==> src/cpu_pkg.sv <==
package cpu_pkg;

	localparam int DATA_W = 16;
	localparam int NUM_REGS = 8;
	localparam int REG_W = $clog2(NUM_REGS);
	localparam int IMM_W = 8;

	// Opcodes live in instruction bits 3:0
	localparam logic [3:0] OP_MV = 4'h0;
	localparam logic [3:0] OP_ADD = 4'h1;
	localparam logic [3:0] OP_SUB = 4'h2;
	localparam logic [3:0] OP_CMP = 4'h3;
	localparam logic [3:0] OP_LD = 4'h4;
	localparam logic [3:0] OP_ST = 4'h5;
	localparam logic [3:0] OP_MVHI = 4'h6;
	localparam logic [3:0] OP_J = 4'h8;
	localparam logic [3:0] OP_JZ = 4'h9;
	localparam logic [3:0] OP_JN = 4'ha;

	// One instruction word, seen as register form or immediate form
	typedef union packed {
		struct packed {
			logic [DATA_W-2*REG_W-6:0] rsvd;
			logic [REG_W-1:0] ry;
			logic [REG_W-1:0] rx;
			logic imm;
			logic [3:0] op;
		} r;
		struct packed {
			logic [IMM_W-1:0] imm8;
			logic [REG_W-1:0] rx;
			logic imm;
			logic [3:0] op;
		} i;
	} instr_t;

endpackage

==> src/cpu_dx_if.sv <==
`timescale 1ns/10ps

interface cpu_dx_if import cpu_pkg::*; ();

	logic valid;
	logic [DATA_W-1:0] pc;
	instr_t ir;
	logic [DATA_W-1:0] op_a;
	logic [DATA_W-1:0] op_b;

	modport src (
		output valid,
		output pc,
		output ir,
		output op_a,
		output op_b
	);

	modport dst (
		input valid,
		input pc,
		input ir,
		input op_a,
		input op_b
	);

endinterface

==> src/cpu_regfile.sv <==
`timescale 1ns/10ps

module cpu_regfile import cpu_pkg::*; (
	input clk,
	input i_rst_n,

	input [REG_W-1:0] i_rx,
	input [REG_W-1:0] i_ry,
	input [REG_W-1:0] i_rw,
	input [DATA_W-1:0] i_rw_data,
	input i_rw_en,

	output logic [DATA_W-1:0] o_rx_data,
	output logic [DATA_W-1:0] o_ry_data,
	output logic [NUM_REGS-1:0][DATA_W-1:0] o_regs
);

	logic [NUM_REGS-1:0][DATA_W-1:0] regs;

	always_ff @(posedge clk) begin
		if (!i_rst_n) begin
			regs <= '0;
		end else if (i_rw_en) begin
			regs[i_rw] <= i_rw_data;
		end
	end

	// Write-through so decode sees the value writeback is committing
	assign o_rx_data = (i_rw_en && i_rw == i_rx) ? i_rw_data : regs[i_rx];
	assign o_ry_data = (i_rw_en && i_rw == i_ry) ? i_rw_data : regs[i_ry];

	assign o_regs = regs;

endmodule

==> src/cpu_fetch.sv <==
`timescale 1ns/10ps

module cpu_fetch import cpu_pkg::*; (
	input clk,
	input i_rst_n,

	input i_br_en,
	input [DATA_W-1:0] i_br_pc,

	output logic [DATA_W-1:0] o_pc_addr,
	output logic o_pc_rd,
	output logic [DATA_W-1:0] o_pc
);

	logic [DATA_W-1:0] pc_q;
	logic rd_q;

	always_ff @(posedge clk) begin
		if (!i_rst_n) begin
			pc_q <= '0;
			rd_q <= 1'b0;
		end else begin
			rd_q <= 1'b1;
			if (i_br_en)
				pc_q <= i_br_pc;
			else if (rd_q)
				pc_q <= pc_q + 1'b1;
		end
	end

	// Address of the word now coming back from the instruction memory
	always_ff @(posedge clk) begin
		o_pc <= pc_q;
	end

	assign o_pc_addr = pc_q;
	assign o_pc_rd = rd_q;

endmodule

==> src/cpu_decode.sv <==
`timescale 1ns/10ps

module cpu_decode import cpu_pkg::*; (
	input clk,
	input i_rst_n,
	input i_squash,

	input [DATA_W-1:0] i_pc,
	input [DATA_W-1:0] i_ir,
	input [DATA_W-1:0] i_rx_data,
	input [DATA_W-1:0] i_ry_data,

	output logic [REG_W-1:0] o_rx,
	output logic [REG_W-1:0] o_ry,

	cpu_dx_if.src dx
);

	instr_t word;
	logic [DATA_W-1:0] imm_ext;
	logic fetch_live;
	logic word_live;
	logic squash_q;

	assign word = i_ir;
	assign o_rx = word.r.rx;
	assign o_ry = word.r.ry;
	assign imm_ext = {{(DATA_W-IMM_W){word.i.imm8[IMM_W-1]}}, word.i.imm8};

	// First fetched word returns two cycles after reset is released
	always_ff @(posedge clk) begin
		if (!i_rst_n) begin
			fetch_live <= 1'b0;
			word_live <= 1'b0;
			squash_q <= 1'b0;
			dx.valid <= 1'b0;
		end else begin
			fetch_live <= 1'b1;
			word_live <= fetch_live;
			squash_q <= i_squash;
			// Kill the word arriving now and the one still in flight
			dx.valid <= word_live & ~i_squash & ~squash_q;
		end
	end

	always_ff @(posedge clk) begin
		dx.pc <= i_pc;
		dx.ir <= word;
		dx.op_a <= i_rx_data;
		dx.op_b <= word.r.imm ? imm_ext : i_ry_data;
	end

endmodule

==> src/cpu_execute.sv <==
`timescale 1ns/10ps

module cpu_execute import cpu_pkg::*; (
	input clk,
	input i_rst_n,

	cpu_dx_if.dst dx,

	input i_rw_en,
	input [REG_W-1:0] i_rw,
	input [DATA_W-1:0] i_rw_data,

	output logic o_br_en,
	output logic [DATA_W-1:0] o_br_pc,

	output logic [DATA_W-1:0] o_mem_addr,
	output logic o_mem_rd,
	output logic o_mem_wr,
	output logic [DATA_W-1:0] o_mem_wrdata,

	output logic o_valid,
	output instr_t o_ir,
	output logic [DATA_W-1:0] o_result
);

	logic [3:0] op;
	logic [DATA_W-1:0] a;
	logic [DATA_W-1:0] b;
	logic [DATA_W-1:0] sum;
	logic [DATA_W-1:0] diff;
	logic [DATA_W-1:0] flag_src;
	logic set_flags;
	logic take;
	logic n_q;
	logic z_q;

	assign op = dx.ir.r.op;

	// Bypass from writeback, only where the operand came from a register
	assign a = (i_rw_en && i_rw == dx.ir.r.rx) ? i_rw_data : dx.op_a;
	assign b = (i_rw_en && !dx.ir.r.imm && i_rw == dx.ir.r.ry) ? i_rw_data : dx.op_b;

	assign sum = a + b;
	assign diff = a - b;

	always_comb begin
		case (op)
			OP_ADD: o_result = sum;
			OP_SUB: o_result = diff;
			OP_MVHI: o_result = {dx.ir.i.imm8, a[DATA_W-IMM_W-1:0]};
			default: o_result = b;
		endcase
	end

	assign set_flags = dx.valid && (op == OP_ADD || op == OP_SUB || op == OP_CMP);
	assign flag_src = (op == OP_ADD) ? sum : diff;

	always_ff @(posedge clk) begin
		if (!i_rst_n) begin
			n_q <= 1'b0;
			z_q <= 1'b0;
		end else if (set_flags) begin
			n_q <= flag_src[DATA_W-1];
			z_q <= (flag_src == '0);
		end
	end

	always_comb begin
		case (op)
			OP_J: take = 1'b1;
			OP_JZ: take = z_q;
			OP_JN: take = n_q;
			default: take = 1'b0;
		endcase
	end

	// Immediate target is relative to the next word
	assign o_br_en = dx.valid & take;
	assign o_br_pc = dx.ir.r.imm ? dx.pc + b + 1'b1 : a;

	assign o_mem_rd = dx.valid && op == OP_LD;
	assign o_mem_wr = dx.valid && op == OP_ST;
	assign o_mem_addr = b;
	assign o_mem_wrdata = a;

	assign o_valid = dx.valid;
	assign o_ir = dx.ir;

endmodule

==> src/cpu_writeback.sv <==
`timescale 1ns/10ps

module cpu_writeback import cpu_pkg::*; (
	input clk,
	input i_rst_n,

	input i_valid,
	input instr_t i_ir,
	input [DATA_W-1:0] i_result,
	input [DATA_W-1:0] i_mem_rddata,

	output logic o_rw_en,
	output logic [REG_W-1:0] o_rw,
	output logic [DATA_W-1:0] o_rw_data
);

	logic valid_q;
	instr_t ir_q;
	logic [DATA_W-1:0] result_q;
	logic writes;

	always_ff @(posedge clk) begin
		if (!i_rst_n)
			valid_q <= 1'b0;
		else
			valid_q <= i_valid;
	end

	always_ff @(posedge clk) begin
		ir_q <= i_ir;
		result_q <= i_result;
	end

	always_comb begin
		case (ir_q.r.op)
			OP_MV, OP_ADD, OP_SUB, OP_MVHI, OP_LD: writes = 1'b1;
			default: writes = 1'b0;
		endcase
	end

	// Load data arrives one cycle after the read strobe
	assign o_rw_en = valid_q & writes;
	assign o_rw = ir_q.r.rx;
	assign o_rw_data = (ir_q.r.op == OP_LD) ? i_mem_rddata : result_q;

endmodule

==> src/cpu.sv <==
`timescale 1ns/10ps

module cpu import cpu_pkg::*; (
	input clk,
	input i_rst_n,

	output logic [DATA_W-1:0] o_pc_addr,
	output logic o_pc_rd,
	input [DATA_W-1:0] i_pc_rddata,

	output logic [DATA_W-1:0] o_ldst_addr,
	output logic o_ldst_rd,
	output logic o_ldst_wr,
	output logic [DATA_W-1:0] o_ldst_wrdata,
	input [DATA_W-1:0] i_ldst_rddata,

	output logic [NUM_REGS-1:0][DATA_W-1:0] o_tb_regs
);

	logic [REG_W-1:0] rx;
	logic [REG_W-1:0] ry;
	logic [DATA_W-1:0] rx_data;
	logic [DATA_W-1:0] ry_data;

	logic rw_en;
	logic [REG_W-1:0] rw;
	logic [DATA_W-1:0] rw_data;

	logic br_en;
	logic [DATA_W-1:0] br_pc;
	logic [DATA_W-1:0] fetch_pc;

	logic ex_valid;
	instr_t ex_ir;
	logic [DATA_W-1:0] ex_result;

	cpu_dx_if dx_if ();

	cpu_regfile u_regfile (
		.clk(clk),
		.i_rst_n(i_rst_n),
		.i_rx(rx),
		.i_ry(ry),
		.i_rw(rw),
		.i_rw_data(rw_data),
		.i_rw_en(rw_en),
		.o_rx_data(rx_data),
		.o_ry_data(ry_data),
		.o_regs(o_tb_regs)
	);

	cpu_fetch u_fetch (
		.clk(clk),
		.i_rst_n(i_rst_n),
		.i_br_en(br_en),
		.i_br_pc(br_pc),
		.o_pc_addr(o_pc_addr),
		.o_pc_rd(o_pc_rd),
		.o_pc(fetch_pc)
	);

	cpu_decode u_decode (
		.clk(clk),
		.i_rst_n(i_rst_n),
		.i_squash(br_en),
		.i_pc(fetch_pc),
		.i_ir(i_pc_rddata),
		.i_rx_data(rx_data),
		.i_ry_data(ry_data),
		.o_rx(rx),
		.o_ry(ry),
		.dx(dx_if.src)
	);

	cpu_execute u_execute (
		.clk(clk),
		.i_rst_n(i_rst_n),
		.dx(dx_if.dst),
		.i_rw_en(rw_en),
		.i_rw(rw),
		.i_rw_data(rw_data),
		.o_br_en(br_en),
		.o_br_pc(br_pc),
		.o_mem_addr(o_ldst_addr),
		.o_mem_rd(o_ldst_rd),
		.o_mem_wr(o_ldst_wr),
		.o_mem_wrdata(o_ldst_wrdata),
		.o_valid(ex_valid),
		.o_ir(ex_ir),
		.o_result(ex_result)
	);

	cpu_writeback u_writeback (
		.clk(clk),
		.i_rst_n(i_rst_n),
		.i_valid(ex_valid),
		.i_ir(ex_ir),
		.i_result(ex_result),
		.i_mem_rddata(i_ldst_rddata),
		.o_rw_en(rw_en),
		.o_rw(rw),
		.o_rw_data(rw_data)
	);

endmodule

==> config.mk <==
export PLATFORM = sky130hd
export DESIGN_NAME = cpu
export DESIGN_NICKNAME = d
export VERILOG_FILES = /design/src/cpu_pkg.sv /design/src/cpu_dx_if.sv /design/src/cpu_regfile.sv /design/src/cpu_fetch.sv /design/src/cpu_decode.sv /design/src/cpu_execute.sv /design/src/cpu_writeback.sv /design/src/cpu.sv
export SDC_FILE = /design/constraint.sdc
export NUM_CORES = 1
export LEC_CHECK = 0
export ABC_AREA = 1
export BUFFER_PORTS_ARGS = -buffer_cell sky130_fd_sc_hd__buf_2
export CORE_MARGIN = 2
export CORE_UTILIZATION = 40
export DETAILED_ROUTE_END_ITERATION = 16
export SLEW_MARGIN = 20
export SYNTH_ARGS = -nofsm -noshare
export SYNTH_HDL_FRONTEND = slang
export SYNTH_SLANG_ARGS = --single-unit
export TNS_END_PERCENT = 5
==> constraint.sdc <==
create_clock -name clk -period 7.7 [get_ports clk]
set_clock_uncertainty 0.2 [all_clocks]
set_input_delay 1.54 -clock clk [delete_from_list [all_inputs] [get_ports clk]]
set_output_delay 1.54 -clock clk [all_outputs]
set_load 0.01 [all_outputs]
# Yosys cells after proc, flatten, opt, wreduce, memory -nomap -nowiden
# Cells that the tools add are included.
# word_totals
inputBits	34
wordCells	92
output_inout_bits	179
register_bits	255
# op_classes
n_reduce_logical	16
magnitude_cmp	4
bitwise	6
mux	21
n_eq_ne	17
n_addsub	5
# ops
operator	count
2-to-1 mux 16 bit	13
bitwise mux 128 bit	1
binary-select mux 16 bit (select 3 bit)	2
demux 16 bit (select 3 bit)	1
one-hot mux 16 bit (3 select lines)	1
adder 16 x 1 -> 16 bit (second input constant)	2
adder 16 bit	2
equality test 4 x 3 -> 1 bit (second input constant)	5
zero test 16 bit	1
subtractor 16 bit	1
equality test 3 bit	4
equality test 4 x 2 -> 1 bit (second input constant)	3
equality test 4 bit (second input constant)	3
less-than comparator 3 x 4 -> 1 bit (second input constant)	3
logical AND 1 bit	9
equality test 4 x 1 -> 1 bit (second input constant)	2
OR reduction 5 bit	1
AND 1 bit	4
zero test 4 bit	1
greater-or-equal comparator 3 x 1 -> 1 bit (second input constant)	1
one-hot mux 1 bit (3 select lines)	1
logical OR 1 bit	2
2-to-1 mux 1 bit	2
inverter 1 bit	2
2 further kinds	2

# Longest topological paths before layout
# depth
word_depth	11
ltp_mapped	31
mapped_depth_nobuf	29

# Cells and area by module
# A second synthesis with hierarchy kept.
# hier_totals
cells_unflattened	2355
area_unflattened_um2	15205.8
# by_module_without_submodules
mod	area_each_um2	cells_each	seq_area_each_um2	instances
cpu_regfile	7328.3	1215	2562.5	1
cpu_execute	4080.2	762	40.0	1
cpu_decode	1645.3	126	1361.3	1
cpu_fetch	1358.8	164	660.6	1
cpu_writeback	793.3	88	480.5	1

# Worst setup path before layout
# Ideal clock, no wire load.
# synth_timing
kind	input -> register
from	input port i_ldst_rddata[4]
to	register u_execute.z_q
setup_ps	67
n_path_buf	0
arrival_ps	4172
setup_slack_ps	3260
t_required_ps	7433
cell_stages	21
cell_sequence	o21ai_0 inv_1 nand2_1 o21ai_0 ha_1 inv_1 nor2_1 inv_1 nor3_1 nand3_1 nand3_1 nand2_1 nand2_1 nand2_1 nand3_1 nand2_1 nor3_1 nand3_2 nor2_2 nand3_2 a21oi_2
# synth_between
elab_chain_len	5
word_cells_on_any_way	7
classes_between	2 x add/sub; 4 x mux; 1 x reduce/logical
# synth_rtl
element	line	rtl
start, declared	cpu.sv:15	input [DATA_W-1:0] i_ldst_rddata,
2-to-1 mux 16 bit *	cpu_writeback.sv:44	assign o_rw_data = (ir_q.r.op == OP_LD) ? i_mem_rddata : result_q;
2-to-1 mux 16 bit *	cpu_execute.sv:41	assign b = (i_rw_en && !dx.ir.r.imm && i_rw == dx.ir.r.ry) ? i_rw_data : dx.op_b;
named net o_ldst_addr[4]	cpu.sv:11	output logic [DATA_W-1:0] o_ldst_addr,
subtractor 16 bit / adder 16 bit (equally long branches)	cpu_execute.sv:44, cpu_execute.sv:43	
2-to-1 mux 16 bit *	cpu_execute.sv:56	assign flag_src = (op == OP_ADD) ? sum : diff;
zero test 16 bit *	cpu_execute.sv:64	z_q <= (flag_src == '0);
end signal, assigned	cpu_execute.sv:64	
end, declared	cpu_execute.sv:35	logic z_q;
# Mark *: on every way through the listed nets, which the timed path passes. The rest lies on a longest branch.
# A chain may end at the register's enable or synchronous reset.

# Worst setup path after layout
# layout_timing
from	input port i_ldst_rddata[6]
to	register u_execute.z_q
# layout_between
elab_chain_len	5
word_cells_on_any_way	7
classes_between	2 x add/sub; 4 x mux; 1 x reduce/logical
# layout_rtl
element	line
2-to-1 mux 16 bit *	cpu_writeback.sv:44
2-to-1 mux 16 bit (on tied branches)	cpu_execute.sv:40, cpu_execute.sv:41
subtractor 16 bit / adder 16 bit (equally long branches)	cpu_execute.sv:44, cpu_execute.sv:43
2-to-1 mux 16 bit *	cpu_execute.sv:56
zero test 16 bit *	cpu_execute.sv:64
# Every way passes the cells marked *; elsewhere a longest branch is shown, timed or not.

==> impl_results.md <==
- Status: finished, final reports clean
- Hold path start: u_fetch.o_pc[4]
- Clock Pin Slew Worst Setup and Hold Paths: roughly 0.060 ns
- Critical Path Start: i_ldst_rddata[6]
- Synthesized area: ~14000 µm²
- Routed WL: around 54000 µm
- Setup Crit Path Kind: in2reg
- Storage cell area: 5080 µm²
- Sw frac: 0.302
- Final Critical Period: 5.15 ns
- H-tree depth: 1
- DP Cell Count: roughly 2600
- Logic pwr share: 0.183
- Final Max Tran Viols: 0
- Layout Cells excl Fill: roughly 2600
- Initial core utilization: 0.405
- Hold violation count in the final report: 0
- Die ar.: between 30000 and 40000 µm²
- Seq cells post-synth: roughly 250
- # diodes: 0
- Mapped Cells: about 2000
- Dominant synthesized flop cell: dfxtp_1
- Post-synth cell types: 51
- HP Class: reg2reg
- Post-CTS Setup Inserts: 0
- Crit path depth: 20
- Fill cells: around 3600
- CTS resizes: 0
- Worst-Margin Slew: ~1.2 ns
- CP delay by family, top: compound AO/OA/AOI/OAI gates
- Hpwl dp: ~39000 µm
- Leakage: 7.37 nW
- Critical Path RT: approximately 8 ns
- Register-to-register setup slack: between 2 and 3 ns
- Worst Reg-to-Reg Cells: 22
- Number of flops mapped to enable cells by yosys: 0
- CP max stage cell: ha_1
- # DRC: 0
- Largest net degree at the start of global routing: 120
- Syn nets: around 2100
- Total GRT Usage: 0.287
- Vias per cell: between 5 and 6
- DRT iter0 DRCs: approximately 1200
- Arr. time, crit path: approximately 5.4 ns
- Net Sw Power: roughly 1.1 mW
- Async S/R FF share, synth: 0
- Slew headroom: 0.210
- Vias in the first global route: approximately 13000
- Horiz. Die Dim: about 190 µm
- CTS Buf Count: 30
- Internal power: between 2 and 2.5 mW
- IO buf count: between 200 and 250
- Area of the multi-input gates: around 7500 µm²
- CTS Sinks: 254
- Final core occ: 0.474
- Nets: about 2200
- First-pass GRT wire length: ~80000 µm
- FMAX: slightly below 200 MHz
- Final Cell Area: 16300 µm²
- Antenna violations before repair: 2
- Worst hold path depth: 0
- CTS Hold Bufs: 0
- Max VDD drop: 172 µV
- Max Cap Viol: 0
- Latest clock arrival within the worst-skew pair: 0.57 ns
- Worst setup EP type: flop
- Clk network pwr share: 0.422
- RSZ-0062 raised after global routing: no
- Layout area overhead: 17.1%
- Core ar.: ~34000 µm²
- Post-route ant nets: 0
- Share of the clock period used by the worst path: 0.669
- Die H: about 190 µm
- Sequential share of power: 0.395
- Crit-path max cell delay: 0.66 ns
- DR WL/cell: 20.4 µm
- Top Ports: between 200 and 250
- Synth warnings: 0
- Placer Congestion: between 0.9 and 1
- Syn Area/Cell: around 7.0 µm²
- Pwr Density: roughly 220 nW/µm²
- Clk root buf: clkbuf_16
- Worst hold slack: approximately 0.13 ns
- Site Rows: between 60 and 70
- DP Area: between 15000 and 20000 µm²
- Final setup vio count: 0
- Seq/Total Area, Yosys: 0.364
- Most frequent CP cell: nand2_1
- Layout cells sized above 1: 0.160
- CTS tree: done
- Critical R2R Launch: u_writeback.ir_q[2]
- Setup TNS: 0 ns
- CTS max path bufs: 3
- CP cell instances: buf_2, o21ai_0, inv_1, nand2_1, o21ai_0, ha_1, inv_1, o21ai_1, a21oi_1, nand3_1, nand2_1, nand2_1, nand2_1, nand3_1, nand2_1, nor3_1, nand3_2, nor2_2, nand3_2, a21oi_2
- Worst path bufs/invs: 3
- Worst-path maximum fanout: 9
- Crit path launch type: primary input
- Router iterations before antenna repair: 5
- Gr ovfl total: 0
- DR vias: around 14000
-- sequential cells by signal, summed over array words and instances (netlist names), 7 cells and up --
name                  cells
u_decode.dx.ir           16
u_decode.dx.op_a         16
u_decode.dx.op_b         16
u_decode.dx.pc           16
u_fetch.o_pc             16
u_fetch.o_pc_addr        16
u_regfile.o_regs        128
u_writeback.ir_q          7
u_writeback.result_q     16
-- through the flow --
stage	worst slack [ns]	power, mW
6_report	2.55	3.53
5_1_grt	2.23	3.68
4_1_cts	2.64	3.54
3_5_place_dp	2.06	2.06
3_3_place_gp	1.92	2.05
2_1_floorplan	3.26	1.84
-- cells by family after synthesis --
group           synth area share
flops                      0.364
buf+inv                    0.104
xor+xnor                  0.0163
fa+ha+maj                 0.0464
simple gates               0.171
compound gates             0.298
-- worst reg2reg max path, delay by kind of cell (launching register included) --
family | cells | cell delay, ns
compound gates | 5 | 1.49
flops | 1 | 0.37
simple gates | 13 | 1.56
fa+ha+maj | 1 | 0.66
buf+inv | 3 | 0.65
-- cell usage in the layout, fill, tap and decap left out, types with 3 or more instances in the layout --
cell type	Yosys	final
nand2_1	258	256
nor2_1	80	80
xor2_1	19	19
o21ai_1	7	9
nand4_1	11	11
nor3_1	13	13
o221ai_1	4	4
inv_2	5	5
fa_1	3	3
o2111ai_1	10	8
nand3_2	8	8
o21ai_2	3	3
nor2_4	7	7
or2_2	4	4
clkbuf_1	102	5
buf_2	4	211
buf_4	4	24
a21oi_1	344	344
a221oi_1	9	9
a21o_1	4	4
inv_1	242	242
a31oi_1	5	5
o21bai_1	14	14
clkinv_2	0	7
dfxtp_1	254	254
o211ai_1	22	22
nand2_2	15	17
xnor2_1	7	7
clkinv_1	9	9
nor2_2	4	4
clkbuf_8	0	5
clkbuf_16	0	31
nand3_1	102	102
bufinv_16	0	4
ha_1	47	47
o22ai_1	3	3
o21ai_0	348	346
nand2_4	7	7
-- final timing paths --
| kind | endpoint |
|---|---|
| worst min-delay path | u_decode.dx.pc[4] |
| worst min register to register | u_decode.dx.pc[4] |
| worst max register to register | u_execute.z_q |
| worst max-delay path | u_execute.z_q |
-- power groups by stage --
| stage | Combinational, mW | Clock [mW] | Sequential, mW |
|---|---|---|---|
| final | 0.645 | 1.49 | 1.40 |
| after global routing | 0.708 | 1.57 | 1.40 |
| after CTS | 0.634 | 1.51 | 1.40 |
| after detailed placement | 0.631 | 0 | 1.43 |
| after global placement | 0.631 | 0 | 1.42 |
| after floorplan | 0.421 | 0 | 1.42 |
-- cell type report --
type,instances,area share
Inverter,258,0.0597
Timing Repair Buffer,235,0.0756
Clock inverter,12,0.00995
Tap cell,455,0.0348
Sequential cell,254,0.311
Clock buffer,41,0.0528
Multi-Input combinational cell,1375,0.456
-- synthesized netlist by cell type (4+ instances only) --
library cell | count | area (µm²)
a21o_1 | 4 | 30.0
a21oi_1 | 344 | 1720
a221oi_1 | 9 | 78.8
a31oi_1 | 5 | 31.3
buf_1 | 8 | 30.0
buf_2 | 4 | 20.0
buf_4 | 4 | 30.0
clkbuf_1 | 102 | 383
clkinv_1 | 9 | 33.8
dfxtp_1 | 254 | 5080
ha_1 | 47 | 588
inv_1 | 242 | 908
inv_2 | 5 | 18.8
nand2_1 | 258 | 968
nand2_2 | 15 | 93.8
nand2_4 | 7 | 78.8
nand3_1 | 102 | 510
nand3_2 | 8 | 80.1
nand4_1 | 11 | 68.8
nor2_1 | 80 | 300
nor2_2 | 4 | 25.0
nor2_4 | 7 | 78.8
nor3_1 | 13 | 65.1
o2111ai_1 | 10 | 87.6
o211ai_1 | 22 | 165
o21ai_0 | 348 | 1740
o21ai_1 | 7 | 35.0
o21bai_1 | 14 | 105
o221ai_1 | 4 | 35.0
or2_2 | 4 | 25.0
xnor2_1 | 7 | 61.3
xor2_1 | 19 | 166
-- routing by layer --
layer / GRT usage / wire [µm] / part of all wire / vias to the layer above
met5: 0 / 14 / 0.00026 / -
met4: 0.114 / 2190 / 0.041 / 2
met3: 0.0418 / 3810 / 0.071 / 100
met2: 0.436 / 23300 / 0.43 / 577
met1: 0.408 / 24300 / 0.45 / 6681
li1: - / - / - / 7062
Note: power is estimated with default switching activity, not from simulation.
